[config.mk]
export PLATFORM = sky130hd
export DESIGN_NAME = pcq_spr
export DESIGN_NICKNAME = d
export VERILOG_FILES = /design/src/pcq_pkg.sv /design/src/pcq_spr_decode.sv /design/src/pcq_spr_execute.sv /design/src/pcq_spr_result.sv /design/src/pcq_spr.sv
export SDC_FILE = /design/constraint.sdc
export NUM_CORES = 1
export LEC_CHECK = 0
export BUFFER_PORTS_ARGS = -buffer_cell sky130_fd_sc_hd__buf_2
export CAP_MARGIN = 20
export CELL_PAD_IN_SITES_DETAIL_PLACEMENT = 1
export CELL_PAD_IN_SITES_GLOBAL_PLACEMENT = 2
export CORE_ASPECT_RATIO = 0.5
export CORE_MARGIN = 5
export CORE_UTILIZATION = 28
export CTS_BUF_LIST = sky130_fd_sc_hd__clkbuf_8
export DETAILED_ROUTE_END_ITERATION = 8
export GPL_TIMING_DRIVEN = 0
export MAX_ROUTING_LAYER = met4
export PLACE_DENSITY_LB_ADDON = 0.1
export REMOVE_ABC_BUFFERS = 1
export SYNTH_ARGS = -nofsm -noshare
export SYNTH_HDL_FRONTEND = slang
export SYNTH_SLANG_ARGS = --single-unit
[constraint.sdc]
create_clock -name nclk -period 1.1 [get_ports nclk]
set_input_delay 0.055 -clock nclk [delete_from_list [all_inputs] [get_ports nclk]]
set_output_delay 0.055 -clock nclk [all_outputs]
set_load 0.03 [all_outputs]
[src/pcq_pkg.sv]
/*
 * Shared types and constants for the debug/perfmon node of the slow SPR ring.
 * Holds the ring transaction layout, the CESR and THRCTL register layouts,
 * the union that decodes one data word as either SPR, and the SPR numbers
 * this node answers to. Thread fields are sized for the widest core, and
 * modules use only the low THREADS bits.
 */
package pcq_pkg;

   localparam int RING_DATA_WIDTH = 64;
   localparam int SPR_ADDR_WIDTH  = 10;
   localparam int MAX_THREADS     = 4;

   localparam logic [SPR_ADDR_WIDTH-1:0] CESR_ADDR   = 10'd912;
   localparam logic [SPR_ADDR_WIDTH-1:0] THRCTL_ADDR = 10'd916;

   localparam int CESR_RSVD_WIDTH   = RING_DATA_WIDTH - 7 - MAX_THREADS;
   localparam int THRCTL_RSVD_WIDTH = RING_DATA_WIDTH - 3 * MAX_THREADS;

   // One slot on the ring, rw set means read
   typedef struct packed {
      logic                       val;
      logic                       rw;
      logic [1:0]                 etid;
      logic [SPR_ADDR_WIDTH-1:0]  addr;
      logic [RING_DATA_WIDTH-1:0] data;
      logic                       done;
   } slowspr_t;

   // Fields listed from the top of the word down to bit 0
   typedef struct packed {
      logic [CESR_RSVD_WIDTH-1:0] reserved;
      logic [MAX_THREADS-1:0]     pmae;
      logic                       instr_trace_tid;
      logic                       instr_trace_mode;
      logic [2:0]                 count_mode;
      logic                       trace_bus_enable;
      logic                       event_bus_enable;
   } cesr_t;

   // Running is reported by the core and ignored on writes
   typedef struct packed {
      logic [THRCTL_RSVD_WIDTH-1:0] reserved;
      logic [MAX_THREADS-1:0]       running;
      logic [MAX_THREADS-1:0]       step;
      logic [MAX_THREADS-1:0]       stop;
   } thrctl_t;

   typedef union packed {
      cesr_t   cesr;
      thrctl_t thrctl;
   } spr_word_u;

   // Slot as held in the pipeline, with the address match already made
   typedef struct packed {
      slowspr_t slot;
      logic     hit_cesr;
      logic     hit_thrctl;
   } spr_op_t;

endpackage

[src/pcq_spr_decode.sv]
/*
 * Input stage of the SPR node. Samples the ring slot every cycle and
 * matches its address against CESR and THRCTL. A slot only counts as a
 * hit when it is valid and no earlier node has completed it.
 */
module pcq_spr_decode #(
   parameter int THREADS = 2
) (
   input  logic              nclk,
   input  logic              reset,
   input  pcq_pkg::slowspr_t ring_in,
   output pcq_pkg::spr_op_t  dec_op
);

   import pcq_pkg::*;

   logic     slot_live;
   logic     hit_cesr;
   logic     hit_thrctl;
   logic     val_q;
   logic     hit_cesr_q;
   logic     hit_thrctl_q;
   slowspr_t slot_q;

   if (THREADS < 1 || THREADS > MAX_THREADS) begin : g_threads_range
      $error("THREADS is outside 1 to MAX_THREADS");
   end

   assign slot_live  = ring_in.val & ~ring_in.done;
   assign hit_cesr   = slot_live & (ring_in.addr == CESR_ADDR);
   assign hit_thrctl = slot_live & (ring_in.addr == THRCTL_ADDR);

   always_ff @(posedge nclk) begin
      if (reset) begin
         val_q        <= 1'b0;
         hit_cesr_q   <= 1'b0;
         hit_thrctl_q <= 1'b0;
      end else begin
         val_q        <= ring_in.val;
         hit_cesr_q   <= hit_cesr;
         hit_thrctl_q <= hit_thrctl;
      end
   end

   always_ff @(posedge nclk) begin
      slot_q <= ring_in;
   end

   always_comb begin
      dec_op.slot       = slot_q;
      dec_op.slot.val   = val_q;
      dec_op.hit_cesr   = hit_cesr_q;
      dec_op.hit_thrctl = hit_thrctl_q;
   end

   a_one_hit : assert property (@(posedge nclk) disable iff (reset)
      !(dec_op.hit_cesr && dec_op.hit_thrctl));

endmodule

[src/pcq_spr_execute.sv]
/*
 * Execute stage of the SPR node. Holds the writable CESR and THRCTL fields,
 * applies ring writes, and lets perfmon alerts and step completion clear
 * their per-thread bits. On a read hit the slot data is replaced by the
 * SPR value; any hit marks the slot done before it moves to the result stage.
 */
module pcq_spr_execute #(
   parameter int THREADS = 2
) (
   input  logic               nclk,
   input  logic               reset,
   input  pcq_pkg::spr_op_t   dec_op,
   input  logic [THREADS-1:0] xu_pc_running,
   input  logic [THREADS-1:0] xu_pc_perfmon_alert,
   input  logic [THREADS-1:0] iu_pc_step_done,
   output pcq_pkg::spr_op_t   exe_op,
   output pcq_pkg::cesr_t     cesr,
   output pcq_pkg::thrctl_t   thrctl
);

   import pcq_pkg::*;

   spr_word_u          wr_word;
   logic               cesr_wr;
   logic               thrctl_wr;
   logic               spr_hit;
   logic [RING_DATA_WIDTH-1:0] rd_data;

   logic               event_bus_enable_q;
   logic               trace_bus_enable_q;
   logic [2:0]         count_mode_q;
   logic               instr_trace_mode_q;
   logic               instr_trace_tid_q;
   logic [THREADS-1:0] pmae_q;
   logic [THREADS-1:0] stop_q;
   logic [THREADS-1:0] step_q;
   logic [THREADS-1:0] pmae_nxt;
   logic [THREADS-1:0] step_nxt;

   // The ring word is read through whichever SPR layout was addressed
   assign wr_word   = dec_op.slot.data;
   assign cesr_wr   = dec_op.hit_cesr & ~dec_op.slot.rw;
   assign thrctl_wr = dec_op.hit_thrctl & ~dec_op.slot.rw;
   assign spr_hit   = dec_op.hit_cesr | dec_op.hit_thrctl;

   // Hardware clears are applied after the write so they win on the same bit
   assign pmae_nxt = (cesr_wr ? wr_word.cesr.pmae[THREADS-1:0] : pmae_q)
                     & ~xu_pc_perfmon_alert;
   assign step_nxt = (thrctl_wr ? wr_word.thrctl.step[THREADS-1:0] : step_q)
                     & ~iu_pc_step_done;

   always_ff @(posedge nclk) begin
      if (reset) begin
         event_bus_enable_q <= 1'b0;
         trace_bus_enable_q <= 1'b0;
         count_mode_q       <= 3'b000;
         instr_trace_mode_q <= 1'b0;
         instr_trace_tid_q  <= 1'b0;
         pmae_q             <= '0;
         stop_q             <= '0;
         step_q             <= '0;
      end else begin
         if (cesr_wr) begin
            event_bus_enable_q <= wr_word.cesr.event_bus_enable;
            trace_bus_enable_q <= wr_word.cesr.trace_bus_enable;
            count_mode_q       <= wr_word.cesr.count_mode;
            instr_trace_mode_q <= wr_word.cesr.instr_trace_mode;
            instr_trace_tid_q  <= wr_word.cesr.instr_trace_tid;
         end
         if (thrctl_wr) begin
            stop_q <= wr_word.thrctl.stop[THREADS-1:0];
         end
         pmae_q <= pmae_nxt;
         step_q <= step_nxt;
      end
   end

   // Register views, with reserved and unused thread bits held at zero
   always_comb begin
      cesr                      = '0;
      cesr.event_bus_enable     = event_bus_enable_q;
      cesr.trace_bus_enable     = trace_bus_enable_q;
      cesr.count_mode           = count_mode_q;
      cesr.instr_trace_mode     = instr_trace_mode_q;
      cesr.instr_trace_tid      = instr_trace_tid_q;
      cesr.pmae[THREADS-1:0]    = pmae_q;
   end

   always_comb begin
      thrctl                      = '0;
      thrctl.stop[THREADS-1:0]    = stop_q;
      thrctl.step[THREADS-1:0]    = step_q;
      thrctl.running[THREADS-1:0] = xu_pc_running;
   end

   assign rd_data = dec_op.hit_cesr ? RING_DATA_WIDTH'(cesr) : RING_DATA_WIDTH'(thrctl);

   always_comb begin
      exe_op = dec_op;
      if (spr_hit) begin
         exe_op.slot.done = 1'b1;
         if (dec_op.slot.rw) begin
            exe_op.slot.data = rd_data;
         end
      end
   end

   a_thread_bits : assert property (@(posedge nclk) disable iff (reset)
      ((cesr.pmae >> THREADS) == '0) &&
      ((thrctl.stop >> THREADS) == '0) &&
      ((thrctl.step >> THREADS) == '0));

endmodule

[src/pcq_spr_result.sv]
/*
 * Result stage of the SPR node. Registers the slot coming out of execute
 * and drives it onto the ring toward the next node. The match flags are
 * local to this node and do not travel on.
 */
module pcq_spr_result (
   input  logic              nclk,
   input  logic              reset,
   input  pcq_pkg::spr_op_t  exe_op,
   output pcq_pkg::slowspr_t ring_out
);

   import pcq_pkg::*;

   logic     val_q;
   slowspr_t slot_q;
   logic     passed_done;

   always_ff @(posedge nclk) begin
      if (reset) begin
         val_q <= 1'b0;
      end else begin
         val_q <= exe_op.slot.val;
      end
   end

   always_ff @(posedge nclk) begin
      slot_q <= exe_op.slot;
   end

   always_comb begin
      ring_out     = slot_q;
      ring_out.val = val_q;
   end

   // Done without a local hit means an earlier node completed the slot
   assign passed_done = exe_op.slot.val & exe_op.slot.done &
                        ~exe_op.hit_cesr & ~exe_op.hit_thrctl;

   a_done_passes : assert property (@(posedge nclk) disable iff (reset)
      passed_done |=> (ring_out.val && ring_out.done &&
                       ring_out.data == $past(exe_op.slot.data)));

endmodule

[src/pcq_spr.sv]
/*
 * Debug and performance-monitor node of the slow SPR ring. A slot passes
 * decode, execute and result stages and leaves two cycles after it was
 * sampled. CESR drives the trace, event and pmae controls and THRCTL drives
 * the stop and step requests toward the instruction unit.
 */
module pcq_spr #(
   parameter int THREADS = 2
) (
   input  logic               nclk,
   input  logic               reset,
   input  pcq_pkg::slowspr_t  ring_in,
   output pcq_pkg::slowspr_t  ring_out,

   input  logic [THREADS-1:0] xu_pc_running,
   input  logic [THREADS-1:0] xu_pc_perfmon_alert,
   input  logic [THREADS-1:0] iu_pc_step_done,

   output logic               trace_bus_enable,
   output logic               event_bus_enable,
   output logic [2:0]         event_count_mode,
   output logic               instr_trace_mode,
   output logic               instr_trace_tid,

   output logic [THREADS-1:0] pc_xu_spr_cesr1_pmae,
   output logic [THREADS-1:0] pc_iu_stop,
   output logic [THREADS-1:0] pc_iu_step
);

   import pcq_pkg::*;

   spr_op_t dec_op;
   spr_op_t exe_op;
   cesr_t   cesr;
   thrctl_t thrctl;

   pcq_spr_decode #(.THREADS(THREADS)) pcq_spr_decode (
      .nclk(nclk),
      .reset(reset),
      .ring_in(ring_in),
      .dec_op(dec_op)
   );

   pcq_spr_execute #(.THREADS(THREADS)) pcq_spr_execute (
      .nclk(nclk),
      .reset(reset),
      .dec_op(dec_op),
      .xu_pc_running(xu_pc_running),
      .xu_pc_perfmon_alert(xu_pc_perfmon_alert),
      .iu_pc_step_done(iu_pc_step_done),
      .exe_op(exe_op),
      .cesr(cesr),
      .thrctl(thrctl)
   );

   pcq_spr_result pcq_spr_result (
      .nclk(nclk),
      .reset(reset),
      .exe_op(exe_op),
      .ring_out(ring_out)
   );

   assign trace_bus_enable     = cesr.trace_bus_enable;
   assign event_bus_enable     = cesr.event_bus_enable;
   assign event_count_mode     = cesr.count_mode;
   assign instr_trace_mode     = cesr.instr_trace_mode;
   assign instr_trace_tid      = cesr.instr_trace_tid;
   assign pc_xu_spr_cesr1_pmae = cesr.pmae[THREADS-1:0];
   assign pc_iu_stop           = thrctl.stop[THREADS-1:0];
   assign pc_iu_step           = thrctl.step[THREADS-1:0];

endmodule

======== After elaboration in Yosys (flattened, before gate mapping) ========
Index checks and enable logic that the tools add are counted.
cells by class
  eq/ne operators ......................... 2
  multiplexer cells ....................... 5
  bitwise operators ....................... 12
operators with widths
  operator                number
  $mux W65                1
  $mux W64                1
  $eq A10 B10 Y1 const B  2
  $mux W10                1
  $and A1 B1 Y1           5
  $and A2 B2 Y2           2
  $mux W2                 2
  $not A2 Y2              2
  $not A1 Y1              2
  $or A1 B1 Y1            1
word-level totals
  bits in registers ....................... 173
  input port bits ......................... 87
  output and inout port bits .............. 92
  logic and storage cells ................. 41

======== Longest topological paths before layout ========
Gate-level depths: netlist of run 1.
  word-level depth ........................ 4
  depth in mapped cells ................... 4
  depth with buffers taken out ............ 3

======== Hierarchy ========
From an unflattened synthesis of run 1, not the netlist that was laid out.
unflattened totals
  cell total of the unflattened synthesis .. 451
  area, all modules ....................... 5346.4 µm²
modules (own cells, without submodules)
  module           times used  cells an instance  area each (µm²)  sequential area each (µm²)
  pcq_spr_execute  1           278                2040.7           260.2
  pcq_spr_decode   1           92                 1702.9           1621.6
  pcq_spr_result   1           81                 1602.8           1581.5

======== Worst setup path before layout of run 1 ========
OpenSTA, ideal clock, no wires.
  kind .................................... register -> register
  from .................................... register pcq_spr_decode.slot_q, in the netlist pcq_spr_decode.dec_op[79]
  to ...................................... register pcq_spr_execute.step_q[1]
  setup time .............................. 130 ps
  arrival ................................. 882 ps
  required time ........................... 970 ps
  path slack .............................. 88 ps
  cell stages (with the launch flop) ...... 5
  path buffers ............................ 1
  clock period less this slack ............ 1012 ps
  cell sequence ........................... dfxtp_1 > nand2b_1 > buf_4 > mux2i_1 > nor3_1
between the ends
  word-level cells in the longest chain between the ends .. 4
RTL lines
  item                      line                   text
  start: declaration        pcq_spr_decode.sv:23   slowspr_t slot_q;
  start signal: assignment  pcq_spr_decode.sv:46   slot_q <= ring_in;
  $not A1 Y1                pcq_spr_execute.sv:43  assign thrctl_wr = dec_op.hit_thrctl & ~dec_op.slot.rw;
  $and A1 B1 Y1             pcq_spr_execute.sv:43
  $mux W2                   pcq_spr_execute.sv:49  assign step_nxt = (thrctl_wr ? wr_word.thrctl.step[THREADS-1:0] : step_q)
  $and A2 B2 Y2             pcq_spr_execute.sv:50  & ~iu_pc_step_done;
  end signal: assignment    pcq_spr_execute.sv:74  step_q <= step_nxt;
  end: declaration          pcq_spr_execute.sv:36  logic [THREADS-1:0] step_q;
Every way passes these cells.
A chain may end at the register's enable or synchronous reset.

======== Worst setup path in the final report of run 1 ========
  from .................................... register pcq_spr_decode.slot_q, in the netlist pcq_spr_decode.dec_op[79]
  to ...................................... register pcq_spr_execute.pmae_q[0]
between the ends
  word-level cells in the longest chain between the ends .. 4
RTL lines
  item                    line                   text
  $not A1 Y1              pcq_spr_execute.sv:42  assign cesr_wr = dec_op.hit_cesr & ~dec_op.slot.rw;
  $and A1 B1 Y1           pcq_spr_execute.sv:42
  $mux W2                 pcq_spr_execute.sv:47  assign pmae_nxt = (cesr_wr ? wr_word.cesr.pmae[THREADS-1:0] : pmae_q)
  $and A2 B2 Y2           pcq_spr_execute.sv:48  & ~xu_pc_perfmon_alert;
  end signal: assignment  pcq_spr_execute.sv:73  pmae_q <= pmae_nxt;
  end: declaration        pcq_spr_execute.sv:34  logic [THREADS-1:0] pmae_q;
Every way passes these cells.

==> metrics.md, run 1 <==
| Metric | Value |
|---|---|
| Status | finished, violations left |
| Failing checks | hold timing, setup timing |
| Detailed router's first-iteration violation count | 70 |
| CTS max path bufs | 2 |
| Wire per inst | 14.4 microns |
| Worst setup EP type | flop |
| Crit-path cells | buf_12 -> nor2b_4 -> buf_12 -> mux2i_1 -> nor3_1 |
| Antenna violations before repair | 0 |
| Slew at the pin closest to its max-slew limit | 318 ps |
| Final hold slack | -50.6 ps |
| Post-Syn Area | 4290 sq um |
| Core Box Area | 15200 sq um |
| Unrepaired setup endpoints after global routing | yes |
| LEAKAGE | 3.30 nW |
| Buf/Inv on CP | 2 |
| R2R depth | 5 |
| # diodes | 0 |
| Fmax achieved | 897 MHz |
| Relative slew slack | 78.7% |
| Final ANT Viol Nets | 0 |
| Placed Area | 5400 sq um |
| Clk_lat worst skew | 440 ps |
| GRT Total Usage | 13.7% |
| MaxCap Viol Count | 0 |
| Layout cell share with drive strength beyond 1 | 43.3% |
| Crit-path leading delay family | flip-flops |
| Area grow syn2layout | 70.0% |
| Largest family of logic cells by synthesized area | simple AND/OR/NAND/NOR gates |
| Synth Warn # | 0 |
| Clock Skew | 11.7 ps |
| Hold Path Depth | 2 |
| Placer Congestion | 0.651 |
| Vias in the first global route | 3472 |
| Initial Util | 28.2% |
| Drt drc | 0 |
| Register area share after synthesis | 80.8% |
| I/O pins | 179 |
| Cell repeated most along the worst path | buf_12 |
| Period utilization | 101% |
| Setup-failing EPs final | 9 |
| DR pass1 iterations | 4 |
| Distinct cells, synth | 21 |
| Final Hold Vio Count | 6 |
| Adder-cell share of the synthesized area | 0% |
| Post-route minimum period | 1120 ps |
| Number of nets in the layout | 699 |
| Synthesized area per cell | 13.9 sq um |
| Crit path DAT | 1430 ps |
| CTS tree | built |
| Post-synthesis mux area share | 2.57% |
| Die Span X | 185 microns |
| Max incr delay on CP | 370 ps |
| HPWL Detailed | 6750 microns |
| Simple-Gate Fraction of Synth Area | 12.6% |
| Chip height | 97.5 microns |
| Cts bufs inserted | 17 |
| Crit path kind | flop to flop |
| PortBufs | 178 |
| # fillers | 1624 |
| VDD IR max | 1.13 mV |
| DIE AREA | 18000 sq um |
| Critical path launch point type | flop |
| WP depth | 5 |
| Slew Limit Fails | 0 |
| Total grt overflow | 0 |
| Yosys reg bits | 173 |
| Critical path fanouts, max | 6 |
| Power Dens Cells | 1710 nW/um^2 |
| DP Worst Slack | -967 ps |
| Sink Count | 173 |
| Vias per inst | 3.87 |
| DP Cell Count | 679 |
| Hold crit path type | input port to flop |
| Tot Pwr | 0.0125 W |
| WL final | 11900 microns |
| Root Driver | clkbuf_8 |
| Critical Path RT | 1420 ps |
| Vias | 3204 |
| Post-synthesis compound-gate area fraction | 2.66% |
| # rows | 32 |
| Final worst slack | -15.2 ps |
| Design Area, Final | 7290 sq um |
| First-pass GRT wire length | 18100 microns |
| Synth Area in XOR/XNOR | 0% |
| H-tree Lvls | 4 |
| Clk slew on worst S/H paths | 80 ps |
| Largest net degree at the start of global routing | 20 |
| Critical Path Slowest Stage Cell | dfxtp_4 |
| Post-Syn Instances | 308 |
| Fin cells | 828 |
==> report_power, final <==
part | internal [W] | switching (W) | total (W) | leakage, nW
combinational | 0.000508 | 0.000522 | 0.00103 | 1.62
sequential | 0.00656 | 0.0000719 | 0.00663 | 1.46
clock | 0.00257 | 0.00224 | 0.00481 | 0.218
total | 0.00964 | 0.00283 | 0.0125 | 3.30
==> synthesized netlist by cell type <==
library cell  number  area, sq um
o21ai_0            6         30.0
buf_2              3         15.0
mux2i_1           11          110
nor4_2             1         12.5
a21oi_1            7         35.0
nor3_1             5         25.0
nor2_1             2         7.51
and2_1            54          338
nand3b_1           1         7.51
nand2_1           21         78.8
nor4b_1            1         8.76
nand2b_1           3         18.8
or4b_4             1         13.8
a32o_1             4         40.0
o21ai_2            1         8.76
or3_1              1         6.26
buf_4              3         22.5
clkbuf_1           6         22.5
nand3_1            1         5.00
nor2b_1            3         18.8
dfxtp_1          173         3460
==> registers in the layout (all words and copies together) (netlist names) <==
register and flops:
pcq_spr_decode.dec_op 78, pcq_spr_result.ring_out 78, pcq_spr_execute.count_mode_q 3, pcq_spr_execute.pmae_q 2, pcq_spr_execute.step_q 2, pcq_spr_execute.stop_q 2, pcq_spr_decode.hit_cesr_q 1, pcq_spr_decode.hit_thrctl_q 1
pcq_spr_decode.val_q 1, pcq_spr_execute.event_bus_enable_q 1, pcq_spr_execute.instr_trace_mode_q 1, pcq_spr_execute.instr_trace_tid_q 1, pcq_spr_execute.trace_bus_enable_q 1, pcq_spr_result.val_q 1
==> repair_timing <==
item,in CTS,in global routing
buffers inserted,24,3
hold buffers,86,1
pin swaps,12,12
endpoints found under the setup margin,90,80
endpoints found under the hold margin,92,3
cloned,4,2
gates resized for setup,35,39
==> cells in the final DEF (no fill, tap or decap), types with 2 or more instances in the layout <==
| cell type | synthesis | layout |
|---|---|---|
| buf_2 | 3 | 162 |
| dfxtp_1 | 173 | 161 |
| dlygate4sd3_1 | 0 | 87 |
| and2_1 | 54 | 49 |
| buf_4 | 3 | 21 |
| clkbuf_8 | 0 | 19 |
| nand2_1 | 21 | 16 |
| buf_6 | 0 | 12 |
| mux2i_1 | 11 | 11 |
| dfxtp_2 | 0 | 9 |
| buf_12 | 0 | 8 |
| and2_4 | 0 | 5 |
| nand2_2 | 0 | 5 |
| nor3_1 | 5 | 5 |
| o21ai_1 | 0 | 4 |
| a32o_1 | 4 | 4 |
| a21oi_1 | 7 | 4 |
| bufinv_16 | 0 | 4 |
| a21oi_2 | 0 | 3 |
| clkinvlp_4 | 0 | 3 |
| inv_1 | 0 | 3 |
| dfxtp_4 | 0 | 3 |
| o21ai_4 | 0 | 2 |
| o21ai_0 | 6 | 2 |
| nand2b_4 | 0 | 2 |
| nor2_1 | 2 | 2 |
| nor2b_1 | 3 | 2 |
| buf_16 | 0 | 2 |
| clkbuf_16 | 0 | 2 |
| clkbuf_4 | 0 | 2 |
==> per-layer routing <==
metal,vias up,global-route usage (%),part of all wire (%)
met2,99,22.4,49
li1,1595,-,-
met1,1500,15.2,42
met5,-,-,0
met4,0,4.17,0.81
met3,10,5.87,7.7
==> worst paths after layout <==
path                             startpoint                                 to  slack [ps]
setup / recovery  pcq_spr_decode.dec_op[79]          pcq_spr_execute.pmae_q[0]         -20
setup reg to reg  pcq_spr_decode.dec_op[79]          pcq_spr_execute.pmae_q[0]         -20
hold / removal                        reset  pcq_spr_execute.instr_trace_tid_q         -50
hold reg to reg   pcq_spr_decode.dec_op[68]        pcq_spr_result.ring_out[66]         330
==> layout make-up <==
cell class                 instances  area [sq um]  area share [%]
clock buffer                      19           262            3.59
timing repair buffer             296          2250            30.9
tap                              204           255            3.50
sequential                       173          3490            47.8
multi-input combinational        124           862            11.8
clock inverter                    12           171            2.35
==> cells by family (layout without fill, tap and decap cells) <==
kind of cell,count (synthesis),in the layout
AND/OR/NAND/NOR,94,94
AO/OA/AOI/OAI,18,19
buffers and inverters,12,327
flip-flops,173,173
multiplexers,11,11
==> metrics by stage <==
| step | util (%) | setup TNS [ps] |
|---|---|---|
| CTS | 46.9 | -778 |
| global route | 47.9 | -1450 |
| global placement | 35.3 | -141760 |
| finish | 47.9 | -57.8 |
| floorplan | - | -44520 |
| detailed placement | 35.5 | -58640 |
(Power assumes the default switching activity.)
==> run 2, diff against run 1 <==
CORE_UTILIZATION = 33   (was 28)
clock period = 1.4 ns   (was 1.1 ns; I/O delays follow)
==> run 2 against run 1 <==
  * The flow now finishes without violations
  * Sequential power is 21% lower
  * Routed wire length fell by 14%
  * Utilization up 4.5 points
  * Sequential share of layout area is 4.3 points higher
  * Worst setup slack better by 160 ps
  * Critical path depth fell by 2
  * Maximum frequency is 11% lower
  * Combinational power is 25% lower
  * Critical path type unchanged
  * Critical endpoint is now pcq_spr_execute.pmae_q[1]
  * Highest routed layer unchanged
==> metrics.md, run 2 (synthesized netlist as in run 1, its figures left out) <==
| Metric | Value |
|---|---|
| Final Hold Vio Count | 0 |
| Max incr delay on CP | 500 ps |
| DP Worst Slack | -641 ps |
| Crit path kind | flop to flop |
| WL final | 10200 microns |
| Crit path capture | pcq_spr_execute.pmae_q[1] |
| Status | finished clean |
| R2R depth | 3 |
| Switching pwr | 0.00230 W |
| Clock share of power | 35.8% |
| Setup slack on the worst flop-to-flop path | 140 ps |
| Number of nets in the layout | 669 |
| Initial Util | 33.8% |
| Drt drc | 0 |
| MaxCap Viol Count | 0 |
| Tot Pwr | 0.00932 W |
| First-pass GRT wire length | 16400 microns |
| Crit-path cells | nor2b_4 -> mux2i_1 -> nor3_1 |
| Clk_lat worst skew | 430 ps |
| Int Power | 0.00702 W |
| Antenna violations before repair | 0 |
| Clk slew on worst S/H paths | 90 ps |
| GRT Total Usage | 14.0% |
| Critical Path Slowest Stage Cell | dfxtp_4 |
| CTS max path bufs | 2 |
| Comb pwr share | 8.3% |
| Unrepaired setup endpoints after global routing | no |
| Power Dens Cells | 1400 nW/um^2 |
| Vias per inst | 3.95 |
| Chip height | 90.6 microns |
| # rows | 29 |
| Vias | 3018 |
| Sink Count | 173 |
| Cts bufs inserted | 17 |
| DIE AREA | 15500 sq um |
| Post-route minimum period | 1260 ps |
| Vias in the first global route | 3249 |
| Reg power frac | 56.0% |
| HPWL Detailed | 6810 microns |
| # fillers | 1366 |
| Root Driver | clkbuf_8 |
| Clock Skew | 10.3 ps |
| CTS tree | built |
| PortBufs | 178 |
| Critical Path RT | 1710 ps |
| Reg-to-reg critical path startpoint | pcq_spr_decode.hit_cesr_q |
| Most common cell after layout, fill and taps aside | buf_2 |
| Core Box Area | 12700 sq um |
| Slew Limit Fails | 0 |
| Final TNS setup | 0 ps |
| Crit path DAT | 1570 ps |
| Slew at the pin closest to its max-slew limit | 355 ps |
| Final worst slack | 144 ps |
| DR pass1 iterations | 4 |
| Switching Share | 24.7% |
| Total grt overflow | 0 |
| Area grow syn2layout | 55.2% |
| Crit. Startpoint | pcq_spr_decode.hit_cesr_q |
| LEAKAGE | 3.02 nW |
| Fmax achieved | 796 MHz |
| Utilization after layout | 52.4% |
| Largest net degree at the start of global routing | 34 |
| Final ANT Viol Nets | 0 |
| Placer Congestion | 0.683 |
| Most frequent cells in the layout | buf_2, dfxtp_1, dlygate4sd3_1 |
| Hold path startpoint | ring_in[8] |
| Hold crit path type | input port to flop |
| RR Endpoint | pcq_spr_execute.pmae_q[1] |
| Layout cell share with drive strength beyond 1 | 36.6% |
| Critical path launch point type | flop |
| Die Span X | 171 microns |
| VDD IR max | 0.573 mV |
| I/O pins | 179 |
| Detailed router's first-iteration violation count | 103 |
| Wire per inst | 13.4 microns |
| Period utilization | 89.7% |
| Relative slew slack | 76.0% |
| Worst setup EP type | flop |
| # diodes | 0 |
| Setup-failing EPs final | 0 |
| Critical path fanouts, max | 14 |
| H-tree Lvls | 4 |
run 2: cell types whose count changed in the layout (fill, tap and decap cells not counted), sizes merged:
cell / delta
o21ai: -1
inv: +2
buf: -24
clkbuf: -5
clkinvlp: -1
bufinv: -3
clkinv: +4
dlygate4sd3: -1
run 2: stage by stage:
stage	cells	hold slack [ps]	cell area (sq um)
after global routing	765	229	6660
after global placement	644	172	5330
after floorplan	296	97.7	4230
final	765	260	6660
after CTS	765	231	6660
after detailed placement	646	174	5390
run 2: repair_timing:
| action | CTS | global route |
|---|---|---|
| hold buffers | 86 | 0 |
| buffers inserted | 1 | 0 |
| endpoints found under the hold margin | 87 | 0 |
| endpoints found under the setup margin | 70 | 0 |
| gates resized for setup | 5 | 0 |
run 2: worst min-delay path by stage:
stage | end | slack, ps | cells after the start
floorplan | pcq_spr_decode.dec_op[10] | 100 | 0
global placement | pcq_spr_decode.dec_op[38] | 170 | 1
detailed placement | pcq_spr_decode.dec_op[56] | 170 | 1
CTS | pcq_spr_decode.dec_op[58] | 230 | 2
global route | pcq_spr_decode.dec_op[49] | 230 | 2
finish | pcq_spr_decode.dec_op[10] | 260 | 2
run 2: cell type report:
cell class | instances | area (sq um) | share of cell area [%]
clock buffer | 18 | 248 | 3.72
clock inverter | 14 | 134 | 2.01
sequential | 173 | 3470 | 52.1
tap | 170 | 213 | 3.20
multi-input combinational | 123 | 779 | 11.7
timing repair buffer | 267 | 1810 | 27.3
run 2: power groups by stage:
stage	sequential [W]	combinational [W]	clock [W]
global placement	0.00532	0.000579	0
CTS	0.00522	0.000777	0.00346
floorplan	0.00557	0.0000677	0
global route	0.00524	0.000822	0.00371
finish	0.00521	0.000769	0.00333
detailed placement	0.00533	0.000584	0
run 2: per-layer routing:
layer | wire length [microns] | global-route usage [%]
met1 | 4320 | 15.6
met2 | 4990 | 23.4
met3 | 814 | 5.03
met4 | 116 | 4.75
met5 | 0 | -
run 2: worst max-delay path, delay by kind of cell (launching register included):
family / cells / cell delay (ps)
AND/OR/NAND/NOR: 2 / 410
multiplexers: 1 / 220
flip-flops: 1 / 500
